### src/rect_defs.svh
/*
 * rectangle demo shared defines
 * raster timing, framebuffer geometry, letterbox, write queue and shape set
 */
`ifndef RECT_DEFS_SVH
`define RECT_DEFS_SVH

`define H_ACTIVE  160  // visible columns
`define H_FP      8    // horizontal front porch
`define H_SYNC    16   // hsync width, active low
`define H_BP      8    // horizontal back porch
`define H_TOTAL   (`H_ACTIVE + `H_FP + `H_SYNC + `H_BP)

`define V_ACTIVE  100  // visible rows
`define V_FP      2    // vertical front porch
`define V_SYNC    2    // vsync width in rows, active low
`define V_BP      2    // vertical back porch
`define V_TOTAL   (`V_ACTIVE + `V_FP + `V_SYNC + `V_BP)

`define FB_WIDTH  80   // framebuffer columns
`define FB_HEIGHT 45   // framebuffer rows
`define FB_SCALE  2    // display pixels per framebuffer pixel, both axes
`define FB_AW     12   // address bits for FB_WIDTH * FB_HEIGHT entries
`define LB_TOP    5    // first display row of the letterbox band

`define FB_QDEPTH 4    // write queue depth, also initial credits
`define FB_QPW    2    // queue pointer width
`define FB_QCW    3    // queue count and credit counter width

`define SHAPE_CNT 16   // rectangles after the clear
`define SHAPE_X0  10   // shape 0 corners, each later shape shrinks by one
`define SHAPE_Y0  4
`define SHAPE_X1  69
`define SHAPE_Y1  40

`endif

### src/draw_pkg.sv
/*
 * drawing side types
 * coordinates, rasterizer opcodes and sequencer states
 */
package draw_pkg;

    typedef logic signed [15:0] coord_t;  // screen and framebuffer position

    // rasterizer operation
    typedef enum logic {
        OP_FILL,     // every pixel inside the corners
        OP_OUTLINE   // edge pixels only
    } raster_op_e;

    // shape sequencer states
    typedef enum logic [2:0] {
        S_IDLE,        // wait for first frame
        S_CLEAR,       // send full screen fill
        S_WAIT_CLEAR,  // fill in progress
        S_ISSUE,       // send next outline
        S_WAIT_SHAPE,  // outline in progress
        S_DONE         // all shapes drawn
    } seq_state_e;

endpackage

### src/video_pkg.sv
/*
 * display side types and the fixed 16 colour palette
 */
package video_pkg;

    typedef logic [3:0] chan_t;  // one colour channel
    typedef logic [3:0] cidx_t;  // framebuffer colour index

    typedef struct packed {
        chan_t r;
        chan_t g;
        chan_t b;
    } rgb_t;

    localparam rgb_t palette_lut [16] = '{
        '{4'h0, 4'h0, 4'h0}, '{4'h1, 4'h2, 4'h5}, '{4'h7, 4'h2, 4'h5}, '{4'h0, 4'h8, 4'h5},
        '{4'hA, 4'h5, 4'h3}, '{4'h5, 4'h5, 4'h4}, '{4'hC, 4'hC, 4'hC}, '{4'hF, 4'hF, 4'hE},
        '{4'hF, 4'h0, 4'h4}, '{4'hF, 4'hA, 4'h0}, '{4'hF, 4'hE, 4'h2}, '{4'h0, 4'hE, 4'h3},
        '{4'h2, 4'hA, 4'hF}, '{4'h8, 4'h7, 4'h9}, '{4'hF, 4'h7, 4'hA}, '{4'hF, 4'hC, 4'hA}
    };  // entry 0 black

endpackage
### src/rect_raster.sv
/*
 * rectangle rasterizer
 * scans a filled or outline rectangle into credit paced pixel writes
 */
`timescale 1ns/10ps
`include "rect_defs.svh"

module rect_raster import draw_pkg::*, video_pkg::*; (
    input  logic       clk_pix,
    input  logic       arst_n,
    input  logic       cmd_start,
    input  raster_op_e cmd_op,
    input  coord_t     cmd_x0,
    input  coord_t     cmd_y0,
    input  coord_t     cmd_x1,
    input  coord_t     cmd_y1,
    input  cidx_t      cmd_cidx,
    input  logic       credit,    // one queue slot freed
    output logic       idle,
    output logic       done,
    output logic       wr_valid,
    output coord_t     wr_x,
    output coord_t     wr_y,
    output cidx_t      wr_cidx
);

    logic              busy;
    raster_op_e        op;
    coord_t            x0, y0, x1, y1;  // latched corners
    coord_t            px, py;          // scan position
    cidx_t             cidx;
    logic [`FB_QCW-1:0] cnt;            // credits held
    logic              issue;
    logic              last_col, last_row, inner_row;

    assign idle      = !busy;
    assign issue     = busy && (cnt != '0);  // stall at zero credits
    assign last_col  = (px == x1);
    assign last_row  = (py == y1);
    assign inner_row = (py != y0) && !last_row;

    always_ff @(posedge clk_pix or negedge arst_n) begin
        if (!arst_n) begin
            busy     <= 1'b0;
            done     <= 1'b0;
            wr_valid <= 1'b0;
            px       <= '0;
            py       <= '0;
        end else begin
            done     <= 1'b0;
            wr_valid <= issue;
            if (!busy) begin
                if (cmd_start) begin  // start at top left
                    busy <= 1'b1;
                    px   <= cmd_x0;
                    py   <= cmd_y0;
                end
            end else if (issue) begin
                if (last_col) begin
                    if (last_row) begin
                        busy <= 1'b0;
                        done <= 1'b1;  // with the last write
                    end else begin
                        px <= x0;
                        py <= py + 16'sd1;
                    end
                end else if (op == OP_OUTLINE && inner_row && px == x0) begin
                    px <= x1;  // skip interior
                end else begin
                    px <= px + 16'sd1;
                end
            end
        end
    end

    always_ff @(posedge clk_pix) begin
        if (cmd_start && !busy) begin
            op   <= cmd_op;
            x0   <= cmd_x0;
            y0   <= cmd_y0;
            x1   <= cmd_x1;
            y1   <= cmd_y1;
            cidx <= cmd_cidx;
        end
        if (issue) begin  // write payload
            wr_x    <= px;
            wr_y    <= py;
            wr_cidx <= cidx;
        end
    end

    always_ff @(posedge clk_pix or negedge arst_n) begin
        if (!arst_n) begin
            cnt <= `FB_QCW'(`FB_QDEPTH);
        end else begin
            case ({issue, credit})
                2'b10:   cnt <= cnt - 1'b1;
                2'b01:   cnt <= cnt + 1'b1;
                default: cnt <= cnt;  // none or both
            endcase
        end
    end

    // sequencer only starts us when idle
    assert property (@(posedge clk_pix) disable iff (!arst_n) cmd_start |-> !busy);
    // returned credits never exceed the queue depth
    assert property (@(posedge clk_pix) disable iff (!arst_n) cnt <= `FB_QDEPTH);

endmodule

### config.mk
export PLATFORM = sky130hd
export DESIGN_NAME = rect_raster
export DESIGN_NICKNAME = d
export VERILOG_FILES = /design/src/draw_pkg.sv /design/src/video_pkg.sv /design/src/rect_raster.sv
export VERILOG_INCLUDE_DIRS = /design/src
export SDC_FILE = /design/constraint.sdc
export NUM_CORES = 1
export LEC_CHECK = 0
export BUFFER_PORTS_ARGS = -buffer_cell sky130_fd_sc_hd__buf_2
export CAP_MARGIN = 10
export CELL_PAD_IN_SITES_DETAIL_PLACEMENT = 1
export CELL_PAD_IN_SITES_GLOBAL_PLACEMENT = 1
export CORE_ASPECT_RATIO = 0.6
export CORE_MARGIN = 3
export CORE_UTILIZATION = 41
export DETAILED_ROUTE_END_ITERATION = 8
export GPL_TIMING_DRIVEN = 0
export PLACE_DENSITY = 0.79
export SYNTH_ARGS = -nofsm -noshare
export SYNTH_HDL_FRONTEND = slang
export SYNTH_SLANG_ARGS = --single-unit
export TNS_END_PERCENT = 100
### constraint.sdc
create_clock -name clk_pix -period 3.7 [get_ports clk_pix]
set_clock_uncertainty 0.15 [all_clocks]
set_input_delay 0.37 -clock clk_pix [delete_from_list [all_inputs] [get_ports clk_pix]]
set_output_delay 0.37 -clock clk_pix [all_outputs]
set_load 0.02 [all_outputs]
=== Yosys cells after proc, flatten, opt, wreduce, memory -nomap -nowiden ===
Cells that the tools add are included.

* Input port bits: 73
* Flip-flop bits (word level): 143
* Logic and storage cells: 62

* Eq/ne operators: 10
* $add $sub $neg: 4
* Reduce and logical (&&, ||, !) cells: 12
* Multiplexer cells: 21

{| class="wikitable"
|+ Operators with widths
! cell !! count
|-
| $mux W16 || 11
|-
| $eq A16 B16 Y1 || 3
|-
| $add A16 B2 Y16 const B || 2
|-
| $ne A16 B16 Y1 || 1
|-
| $mux W1 || 9
|-
| $pmux W3 S2 || 1
|-
| $logic_and A1 B1 Y1 || 5
|-
| $ne A2 B1 Y1 const B || 2
|-
| $reduce_and A4 Y1 || 1
|-
| $reduce_bool A2 Y1 || 2
|-
| $add A3 B1 Y3 const B || 1
|-
| $ne A3 B3 Y1 const B || 1
|-
| $reduce_and A3 Y1 || 1
|-
| $reduce_bool A3 Y1 || 1
|-
| $sub A3 B1 Y3 const B || 1
|-
| $eq A2 B1 Y1 const B || 1
|-
| $eq A2 B2 Y1 const B || 1
|-
| $logic_not A1 Y1 || 2
|-
| $ne A2 B2 Y1 const B || 1
|}

=== Logic depth before layout (Yosys ltp) ===
Gate-level depths: netlist (run 1).

* Depth after elaboration: 9
* Depth in mapped cells: 9

=== Least setup slack after synthesis (run 1) ===
No wires, ideal clock.

* Kind: reg-to-reg
* Start point: reg busy
* End point: reg py[5]
* Cell stages (with the launch flop): 7
* Setup slack: 0.204 ns
* Arrival: 3.261 ns
* Data required time: 3.465 ns
* Path buffers: 1
* Library setup time: 0.085 ns
* Cell sequence: dfrtp_1 -> inv_1 -> nand2_1 -> inv_1 -> clkbuf_1 -> a22oi_1 -> o21ai_0

* Longest elaborated chain between the ends: 3

{| class="wikitable"
|+ RTL lines
! item !! line !! RTL
|-
| start, declared || rect_raster.sv:27 || <nowiki>logic busy;</nowiki>
|-
| start signal, assigned || rect_raster.sv:44 || <nowiki>busy <= 1'b0;</nowiki>
|-
| start signal, assigned || rect_raster.sv:54 || <nowiki>busy <= 1'b1;</nowiki>
|-
| start signal, assigned || rect_raster.sv:61 || <nowiki>busy <= 1'b0;</nowiki>
|-
| $logic_and A1 B1 Y1 || rect_raster.sv:37 || <nowiki>assign issue = busy && (cnt != '0);</nowiki>
|-
| $ne A2 B1 Y1 (no line) || n/a ||
|-
| $reduce_and A4 Y1 (no line) || n/a ||
|-
| end signal, assigned || rect_raster.sv:56 || <nowiki>py <= cmd_y0;</nowiki>
|-
| end signal, assigned || rect_raster.sv:65 || <nowiki>py <= py + 16'sd1;</nowiki>
|-
| end, declared || rect_raster.sv:30 || <nowiki>coord_t px, py;</nowiki>
|}

Parallel ways exist; a longest one is shown, timed or not.
A chain may end at the register's enable or synchronous reset.

=== Worst setup path in the final report (run 1) ===
* Start point: reg py[3]
* End point: reg px[6]

* Longest elaborated chain between the ends: 9

{| class="wikitable"
|+ RTL lines
! item !! line !! RTL
|-
| $eq A16 B16 Y1 || rect_raster.sv:39 || <nowiki>assign last_row = (py == y1);</nowiki>
|-
| $logic_not A1 Y1 || rect_raster.sv:40 || <nowiki>assign inner_row = (py != y0) && !last_row;</nowiki>
|-
| $logic_and A1 B1 Y1 || rect_raster.sv:40 ||
|-
| $logic_and A1 B1 Y1 (2 in series) || rect_raster.sv:67 || <nowiki>end else if (op == OP_OUTLINE && inner_row && px == x0) begin</nowiki>
|-
| $mux W16 || rect_raster.sv:67 ||
|-
| $mux W16 || rect_raster.sv:59 || <nowiki>if (last_col) begin</nowiki>
|-
| $mux W16 || rect_raster.sv:58 || <nowiki>end else if (issue) begin</nowiki>
|-
| $mux W16 || rect_raster.sv:52 || <nowiki>if (!busy) begin</nowiki>
|-
| end signal, assigned || rect_raster.sv:55 || <nowiki>px <= cmd_x0;</nowiki>
|-
| end signal, assigned || rect_raster.sv:70 || <nowiki>px <= px + 16'sd1;</nowiki>
|-
| end, declared || rect_raster.sv:30 ||
|}

Parallel ways exist; a longest one is shown, timed or not. The select of a mux whose other input is x is not followed.

==> metrics.yaml, run 1 <==
status: "completed"
drt_iter0_drc: 698
crit_fanout: 10
clock_latency_ns: 0.43
yosysUniqueCellTypes: 52
synth_edf_count: 105
cts_buffers: 17
hold_class: "input port to register"
hold_viol: 0
power_leakage_uw: 0.00330
synthCells: 543
crit_type: "register to register"
regArea_mm2: 0.00411
grt_pass1_wl_um: 35300
overflow: 0
min_path_cells: 1
yosys-top-cells-area: "edfxtp_1, dfrtp_1, xnor2_1"
cts_tree: "done"
netlist_area_mm2: 0.00686
pwr-share-comb_pct: 29.7
tightest_slew_ns: 1.28
ant_nets: 0
areaGrowthSynthToFinish_pct: 30.8
io_buffers: 111
drv_slew: 0
fp.dieW_um: 173
final.min_clock_period_ns: 3.43
worst-path-stages: 8
antenna_found_initial: 0
first_pass_iters: 5
r2r-end: "px[6]"
p_clk_share_pct: 31.9
period_share_pct: 92.6
timing.fmax_ghz: 0.292
grt_use_total_pct: 25.4
multi_input_area_mm2: 0.00246
cts.clk_slew.worst_paths_ns: 0.06
cp.required_ns: 3.82
cp_top_family: "simple AND/OR/NAND/NOR gates"
cp.buffers_inverters: 2
slew_headroom_pct: 13.8
ys_seq_area_share_pct: 59.8
crit_chain: "buf_2, xnor2_1, nand4_1, nor4_1, clkbuf_1, o41ai_1, o211ai_1, a31oi_1"
final_nets: 815
clockBufferDepth: 2
p_per_area_mw_per_mm2: 633
synth_fp_nets: 620
crit_slowest_cell: "nor4_1"
p_int_uw: 3710
gp_congestion: 0.920
ys_warn_count: 0
grt_pass1_vias: 5820
dp.final_hpwl_um: 15600
synth_area_per_cell_um2: 12.6
placedCellCount: 877
swShare_pct: 34.6
yosysTopAreaCellShare_pct: 46.0
whs_ns: 0.0119
reg2reg_depth: 8
antenna_cells: 0
viasPerCell: 5.75
yosys_register_bits: 143
clock-root-buffer: "clkbuf_16"
final_cell_mix: "buf_2, edfxtp_1, dlygate4sd3_1"
num_vias: 5593
ff2ff_setup_slack_ns: 0.27
rsz0062_at_grt: "false"
hp-start: "cmd_y0[2]"
power_frac_seq_pct: 38.4
hold_path_end: "y0[2]"
worst_setup_path_start_kind: "register"
drive_gt1_share_pct: 25.6
htree_levels: 4
fillerInstances: 1689
rows: 35
synth_top_area_cell: "edfxtp_1"
drv_cap: 0
start_util_pct: 43.3
ioPinCount: 112
fp.dieH_um: 106
synth_ff_type: "edfxtp_1"
setup_ws_ns: 0.275
fin_cells: 973
cts_resized: 0
fin_util_pct: 56.6
wl_per_cell_um: 23.5
drt-total-wl_um: 22900
grt_max_degree: 60
netSwitchingPower_uw: 1970
ir_drop_mv: 0.326
final-setup-viol-count: 0
worstPathArrival_ns: 3.55
final_common_cell: "buf_2"
die_area_mm2: 0.0184
r2r-start: "py[3]"
core_area_mm2: 0.0159
drcViolationCount: 0
crit_path_end_kind: "register"
clock-sinks: 143
place_ws_ns: 0.421
async_flop_share_pct: 26.6
slowest_delay_ns: 1.06
finalSetupTns_ns: 0
through the flow:
step	power, µW	area, µm²
floorplan	3210	6860
CTS	5660	8970
global route	5900	8970
global placement	3730	7690
detailed placement	3780	7720
finish	5680	8970
power by group through the flow:
stage                     clock network [µW]  registers [µW]  logic (µW)
after floorplan                            0            2330         886
after global placement                     0            2190        1540
after detailed placement                   0            2200        1580
after CTS                               1840            2170        1650
after global routing                    1910            2210        1790
final                                   1810            2180        1690
worst max-delay path by stage:
stage / start / to / slack (ns)
6_report: py[3] / px[6] / 0.27
5_1_grt: py[3] / px[5] / 0.11
4_1_cts: py[3] / px[4] / 0.36
3_5_place_dp: py[3] / px[10] / 0.42
3_3_place_gp: busy / py[5] / -1.15
2_1_floorplan: busy / py[5] / 0.20
cells by family (layout without fill, tap and decap cells):
logic type | Yosys count | in the layout | share of synthesized area [%]
adders and majority gates | 4 | 4 | 0.839
xor gates and xnor gates | 79 | 79 | 10.4
muxes | 6 | 6 | 0.894
buffers and inverters | 54 | 262 | 4.23
AOI/OAI and AO/OA | 93 | 93 | 9.74
DFF | 143 | 143 | 59.8
and+or+nand+nor | 164 | 164 | 14.0
cell usage after synthesis, types with 2 or more instances:
master,number
a211o_1,2
a21oi_1,15
a31oi_1,15
a32o_1,2
and2_1,4
and3_1,14
and4_1,3
buf_2,25
buf_6,7
clkbuf_1,16
dfrtp_1,37
edfxtp_1,105
ha_1,3
inv_1,5
mux2i_1,5
nand2_1,25
nand3_1,21
nand3b_1,2
nand4_1,15
nand4b_1,3
nor2_1,25
nor3_1,15
nor4_1,11
nor4_4,5
o211ai_1,12
o21a_1,2
o21ai_0,5
o22ai_1,2
o31ai_1,13
o32ai_1,5
o41ai_1,12
or3_1,15
or4_1,2
xnor2_1,41
xor2_1,35
xor2_2,3
cell type report:
class / instances / area share (%)
flip-flops and latches: 143 / 45.7
repair buffers: 176 / 13.6
multi-input cells: 346 / 27.5
clock inverters: 13 / 1.97
plain buffers: 49 / 3.07
clock buffers: 19 / 4.82
well taps: 222 / 3.09
inverters: 5 / 0.209
registers in the layout, indices dropped and copies added (netlist names):
register / cells
busy: 1
x0: 16
cnt: 3
wr_valid: 1
op: 1
py: 16
y0: 16
x1: 16
cidx: 4
y1: 16
wr_cidx: 4
wr_y: 16
wr_x: 16
done: 1
px: 16
repair_timing:
action / 4_1_cts / 5_1_grt
setup endpoints to repair: 0 / 0
hold buffers: 64 / 0
setup buffers: 0 / 0
hold endpoints to repair: 92 / 0
per-layer routing:
layer	wire length (µm)	track usage, %	vias up
li1	-	-	2455
met5	0	0	-
met1	10700	37.1	2855
met3	1940	6.46	23
met4	255	6.71	0
met2	9960	37.6	260
worst register-to-register path: stages, from the launching register on:
cell and delay (ns):
dfrtp_1 0.39, buf_2 0.19, xnor2_1 0.31, nand4_1 0.20, nor4_1 1.06, clkbuf_1 0.44
o41ai_1 0.14, o211ai_1 0.23, a31oi_1 0.17
Power figures use the tool's default switching activity.
==> inputs of run 2 (changes only) <==
Settings changed: CORE_UTILIZATION 41 to 46, GPL_TIMING_DRIVEN 0 to default, PLACE_DENSITY 0.79 to default, PLACE_DENSITY_LB_ADDON from default to 0.3.
Clock period 3.7 ns to 3.3 ns, I/O delays scaled along.
==> metrics.yaml, run 2 (same netlist as run 1, synthesis figures left out) <==
grt_use_total_pct: 30.2
final_common_cell: "buf_2"
tightest_slew_ns: 1.05
cp_top_family: "simple AND/OR/NAND/NOR gates"
grt_max_degree: 42
io_buffers: 111
crit_chain: "xnor2_1, nand4_1, nor4_4, o31a_1, buf_4, nor2_1, nor3_1"
grt_pass1_wl_um: 36400
die_area_mm2: 0.0165
netSwitchingPower_uw: 2150
drv_slew: 0
timing.fmax_ghz: 0.327
drive_gt1_share_pct: 25.7
crit_type: "register to register"
cts_resized: 0
rows: 33
ioPinCount: 112
period_share_pct: 92.5
final-setup-viol-count: 0
viasPerCell: 6.07
ff2ff_setup_slack_ns: 0.25
status: "completed"
fp.dieW_um: 164
power_leakage_uw: 0.00328
final.min_clock_period_ns: 3.05
min_path_cells: 3
clock-root-buffer: "clkbuf_16"
drt_iter0_drc: 709
clock_latency_ns: 0.43
r2r-end: "py[10]"
antenna_cells: 0
reg2reg_depth: 7
met1_length_um: 10600
core_area_mm2: 0.0141
pwr-share-comb_pct: 27.1
cp.required_ns: 3.46
dr_wl_met2_um: 10300
crit_slowest_cell: "o31a_1"
drv_cap: 0
worstPathArrival_ns: 3.21
power_frac_seq_pct: 40.7
gp_congestion: 0.960
ir_drop_mv: 0.329
first_pass_iters: 5
ant_nets: 0
dp.final_hpwl_um: 16000
clockBufferDepth: 2
final_cell_mix: "buf_2, edfxtp_1, dlygate4sd3_1"
drcViolationCount: 0
cts_setup_buffers: 0
crit_fanout: 12
slew_headroom_pct: 30.2
fp.dieH_um: 101
p_clk_share_pct: 32.2
endpoint: "py[10]"
r2r-start: "py[2]"
htree_levels: 4
cp.buffers_inverters: 1
num_vias: 5644
fin_cells: 930
drt-total-wl_um: 24100
highest_layer: "met4"
areaGrowthSynthToFinish_pct: 30.2
slowest_delay_ns: 0.66
overflow: 0
hold_class: "input port to register"
placedCellCount: 829
final_nets: 802
worst-path-stages: 7
antenna_found_initial: 0
ctsHoldBuffers: 69
worst_setup_path_start_kind: "register"
start_util_pct: 48.6
crit_path_end_kind: "register"
crit_path_start: "py[2]"
hold_viol: 0
p_int_uw: 4130
finalSetupTns_ns: 0
clock-sinks: 143
cts_buffers: 17
grt_pass1_vias: 5752
cts.clk_slew.worst_paths_ns: 0.06
cts_tree: "done"
p_per_area_mw_per_mm2: 703
rsz0062_at_grt: "false"
swShare_pct: 34.2
route.met3.wl_um: 2950
wl_per_cell_um: 25.9
run 2: cell types whose count changed in the layout (fill, tap and decap cells not counted), sizes merged:
cell / previous run / this run
inv: 11 / 10
buf: 145 / 143
clkbuf: 35 / 19
clkinvlp: 2 / 3
dlygate4sd3: 64 / 69
run 2: area by class of cell:
class	count	area [µm²]
fillers	1441	5190
well taps	192	240
multi-input cells	346	2470
clock inverters	13	176
repair buffers	212	1490
clock buffers	19	433
inverters	5	20.0
flip-flops and latches	143	4110
run 2: per-stage QoR:
stage / worst slack [ns] / utilization [%] / instance area [µm²] / power (µW) / hold slack, ns
3_3_place_gp: 0.581 / 54.0 / 7630 / 4080 / 0.251
2_1_floorplan: 0.976 / - / 6860 / 3600 / -0.116
6_report: 0.246 / 63.3 / 8930 / 6280 / 0.0440
4_1_cts: 0.366 / 63.3 / 8930 / 6240 / 0.0234
3_5_place_dp: 0.521 / 54.0 / 7630 / 4150 / 0.258
5_1_grt: 0.0815 / 63.3 / 8930 / 6520 / 0.0348
run 2: per-layer routing:
metal	vias up	track usage, %
met2	367	43.2
li1	2417	-
met3	34	8.29
met1	2826	45.7
met4	0	7.41
met5	-	0
run 2: worst min-delay path by stage:
stage | from | to | slack, ns
after floorplan | arst_n | busy | -0.12
after global placement | cidx[3] | wr_cidx[3] | 0.25
after detailed placement | cidx[0] | wr_cidx[0] | 0.26
after CTS | cmd_x0[5] | x0[5] | 0.02
after global routing | cmd_x0[5] | x0[5] | 0.03
final | cmd_start | busy | 0.04
run 2: power by group through the flow:
stage | sequential (µW) | combinational (µW) | clock (µW)
floorplan | 2610 | 993 | 0
global placement | 2550 | 1530 | 0
detailed placement | 2570 | 1580 | 0
CTS | 2540 | 1670 | 2030
global route | 2580 | 1810 | 2130
finish | 2550 | 1700 | 2020
run 2: worst reg2reg max path, cell delays in order, from the launching register on:
cell and delay, ns:
dfrtp_1 0.51, xnor2_1 0.34, nand4_1 0.21, nor4_4 0.41, o31a_1 0.66, buf_4 0.31, nor2_1 0.07, nor3_1 0.28
==> inputs of run 3 (changes only) <==
Settings changed: CORE_MARGIN 3 to 2, HOLD_SLACK_MARGIN from default to 0.03.
==> metrics.yaml, run 3 (same netlist as run 1, synthesis figures left out) <==
crit_fanout: 11
crit_type: "register to register"
fin_util_pct: 61.8
worstPathArrival_ns: 3.20
dp.final_hpwl_um: 15700
cts.clk_slew.worst_paths_ns: 0.06
ant_nets: 0
cts_tree: "done"
hold_path_end: "busy"
io_buffers: 111
clock-root-buffer: "clkbuf_16"
grt_pass1_wl_um: 35800
final_nets: 809
clock_latency_ns: 0.43
start_util_pct: 47.2
ff2ff_setup_slack_ns: 0.26
num_vias: 5599
antenna_found_initial: 1
htree_levels: 4
core_area_mm2: 0.0145
multi_input_area_mm2: 0.00247
final_common_cell: "buf_2"
grt_max_degree: 39
p_clk_share_pct: 31.5
pwr-share-comb_pct: 27.6
drv_slew: 0
swShare_pct: 34.5
grt_pass1_vias: 5705
fp.dieH_um: 98.6
fp.dieW_um: 162
period_share_pct: 92.1
crit_path_end_kind: "register"
grt_use_total_pct: 30.7
drcViolationCount: 0
fin_total_pwr_uw: 6200
r2r-start: "py[2]"
p_per_area_mw_per_mm2: 690
hold_class: "input port to register"
final.min_clock_period_ns: 3.04
fillerInstances: 1483
power_frac_seq_pct: 40.9
gp_congestion: 0.973
wl_per_cell_um: 25.2
hp-start: "cmd_start"
cts_buffers: 17
overflow: 0
ir_drop_mv: 0.356
worst_setup_path_start_kind: "register"
final_cell_mix: "buf_2, edfxtp_1, dlygate4sd3_1"
clock-sinks: 143
netSwitchingPower_uw: 2140
hold_viol: 0
regArea_mm2: 0.00411
r2r-end: "py[12]"
slew_headroom_pct: 29.5
rows: 34
power_leakage_uw: 0.00331
first_pass_iters: 5
clockBufferDepth: 2
rsz0062_at_grt: "false"
tightest_slew_ns: 1.06
areaGrowthSynthToFinish_pct: 31.0
drv_cap: 0
place_ws_ns: 0.515
final-setup-viol-count: 0
timing.fmax_ghz: 0.329
die_area_mm2: 0.0159
drt-total-wl_um: 23800
drive_gt1_share_pct: 26.3
drt_iter0_drc: 636
reg2reg_depth: 7
viasPerCell: 5.93
status: "completed"
cts_resized: 0
min_path_cells: 3
setup_ws_ns: 0.262
p_int_uw: 4060
ioPinCount: 112
cp.required_ns: 3.46
finalSetupTns_ns: 0
## run 3: cell count changes in the layout (fill, tap and decap cells not counted), sizes merged
| cell | change |
|---|---|
| buf | +6 |
| inv | -1 |
| clkinvlp | +1 |
| clkinv | +1 |
| dlygate4sd3 | +1 |
| bufinv | -1 |
| diode | +1 |
## run 3: metrics by stage
stage / hold slack (ns) / area, µm² / cells
6_report: 0.0670 / 8980 / 944
2_1_floorplan: -0.116 / 6860 / 543
5_1_grt: 0.0990 / 8980 / 944
3_5_place_dp: 0.260 / 7700 / 841
3_3_place_gp: 0.253 / 7700 / 841
4_1_cts: 0.0505 / 8980 / 943
## run 3: metal layers
| metal | vias up | routed length, µm | GRT usage (%) |
|---|---|---|---|
| met5 | - | 0 | 0 |
| met4 | 0 | 359 | 8.85 |
| met3 | 37 | 2720 | 9.18 |
| met2 | 318 | 9840 | 42.3 |
| met1 | 2816 | 10800 | 46.7 |
| li1 | 2428 | - | - |
## run 3: timing repair
| action | 4_1_cts | 5_1_grt |
|---|---|---|
| hold buffers | 70 | 0 |
| buffers inserted | 0 | 0 |
| setup endpoints to repair | 0 | 0 |
| hold endpoints to repair | 109 | 0 |
## run 3: worst max-delay path: stages (launching register included)
cell	delay (ns)
dfrtp_1	0.42
xnor2_1	0.41
nand4_1	0.26
nor4_4	0.54
o31a_1	0.53
buf_4	0.27
nor4_1	0.07
a211o_1	0.27
## run 3: final cells by class
cell class                      count  share of cell area [%]
Sequential cell                   143                    45.7
Multi-Input combinational cell    346                    27.5
Timing Repair Buffer              219                    17.3
Clock buffer                       19                    4.82
Tap cell                          198                    2.76
Clock inverter                     13                    1.68
Inverter                            5                   0.223
Antenna cell                        1                  0.0279
## run 3: power by group through the flow
stage | combinational [µW] | sequential, µW | clock [µW]
after floorplan | 993 | 2610 | 0
after global placement | 1560 | 2540 | 0
after detailed placement | 1600 | 2560 | 0
after CTS | 1690 | 2530 | 1960
after global routing | 1840 | 2570 | 2020
final | 1710 | 2540 | 1950
## run 3: worst max path at each step
stage          start  endpoint  cells past startpoint
2_1_floorplan   busy   cidx[0]                      4
3_3_place_gp   py[2]    py[12]                      7
3_5_place_dp   py[2]    py[12]                      7
4_1_cts        y1[2]    py[12]                      7
5_1_grt        y1[2]    py[12]                      7
6_report       py[2]    py[12]                      7
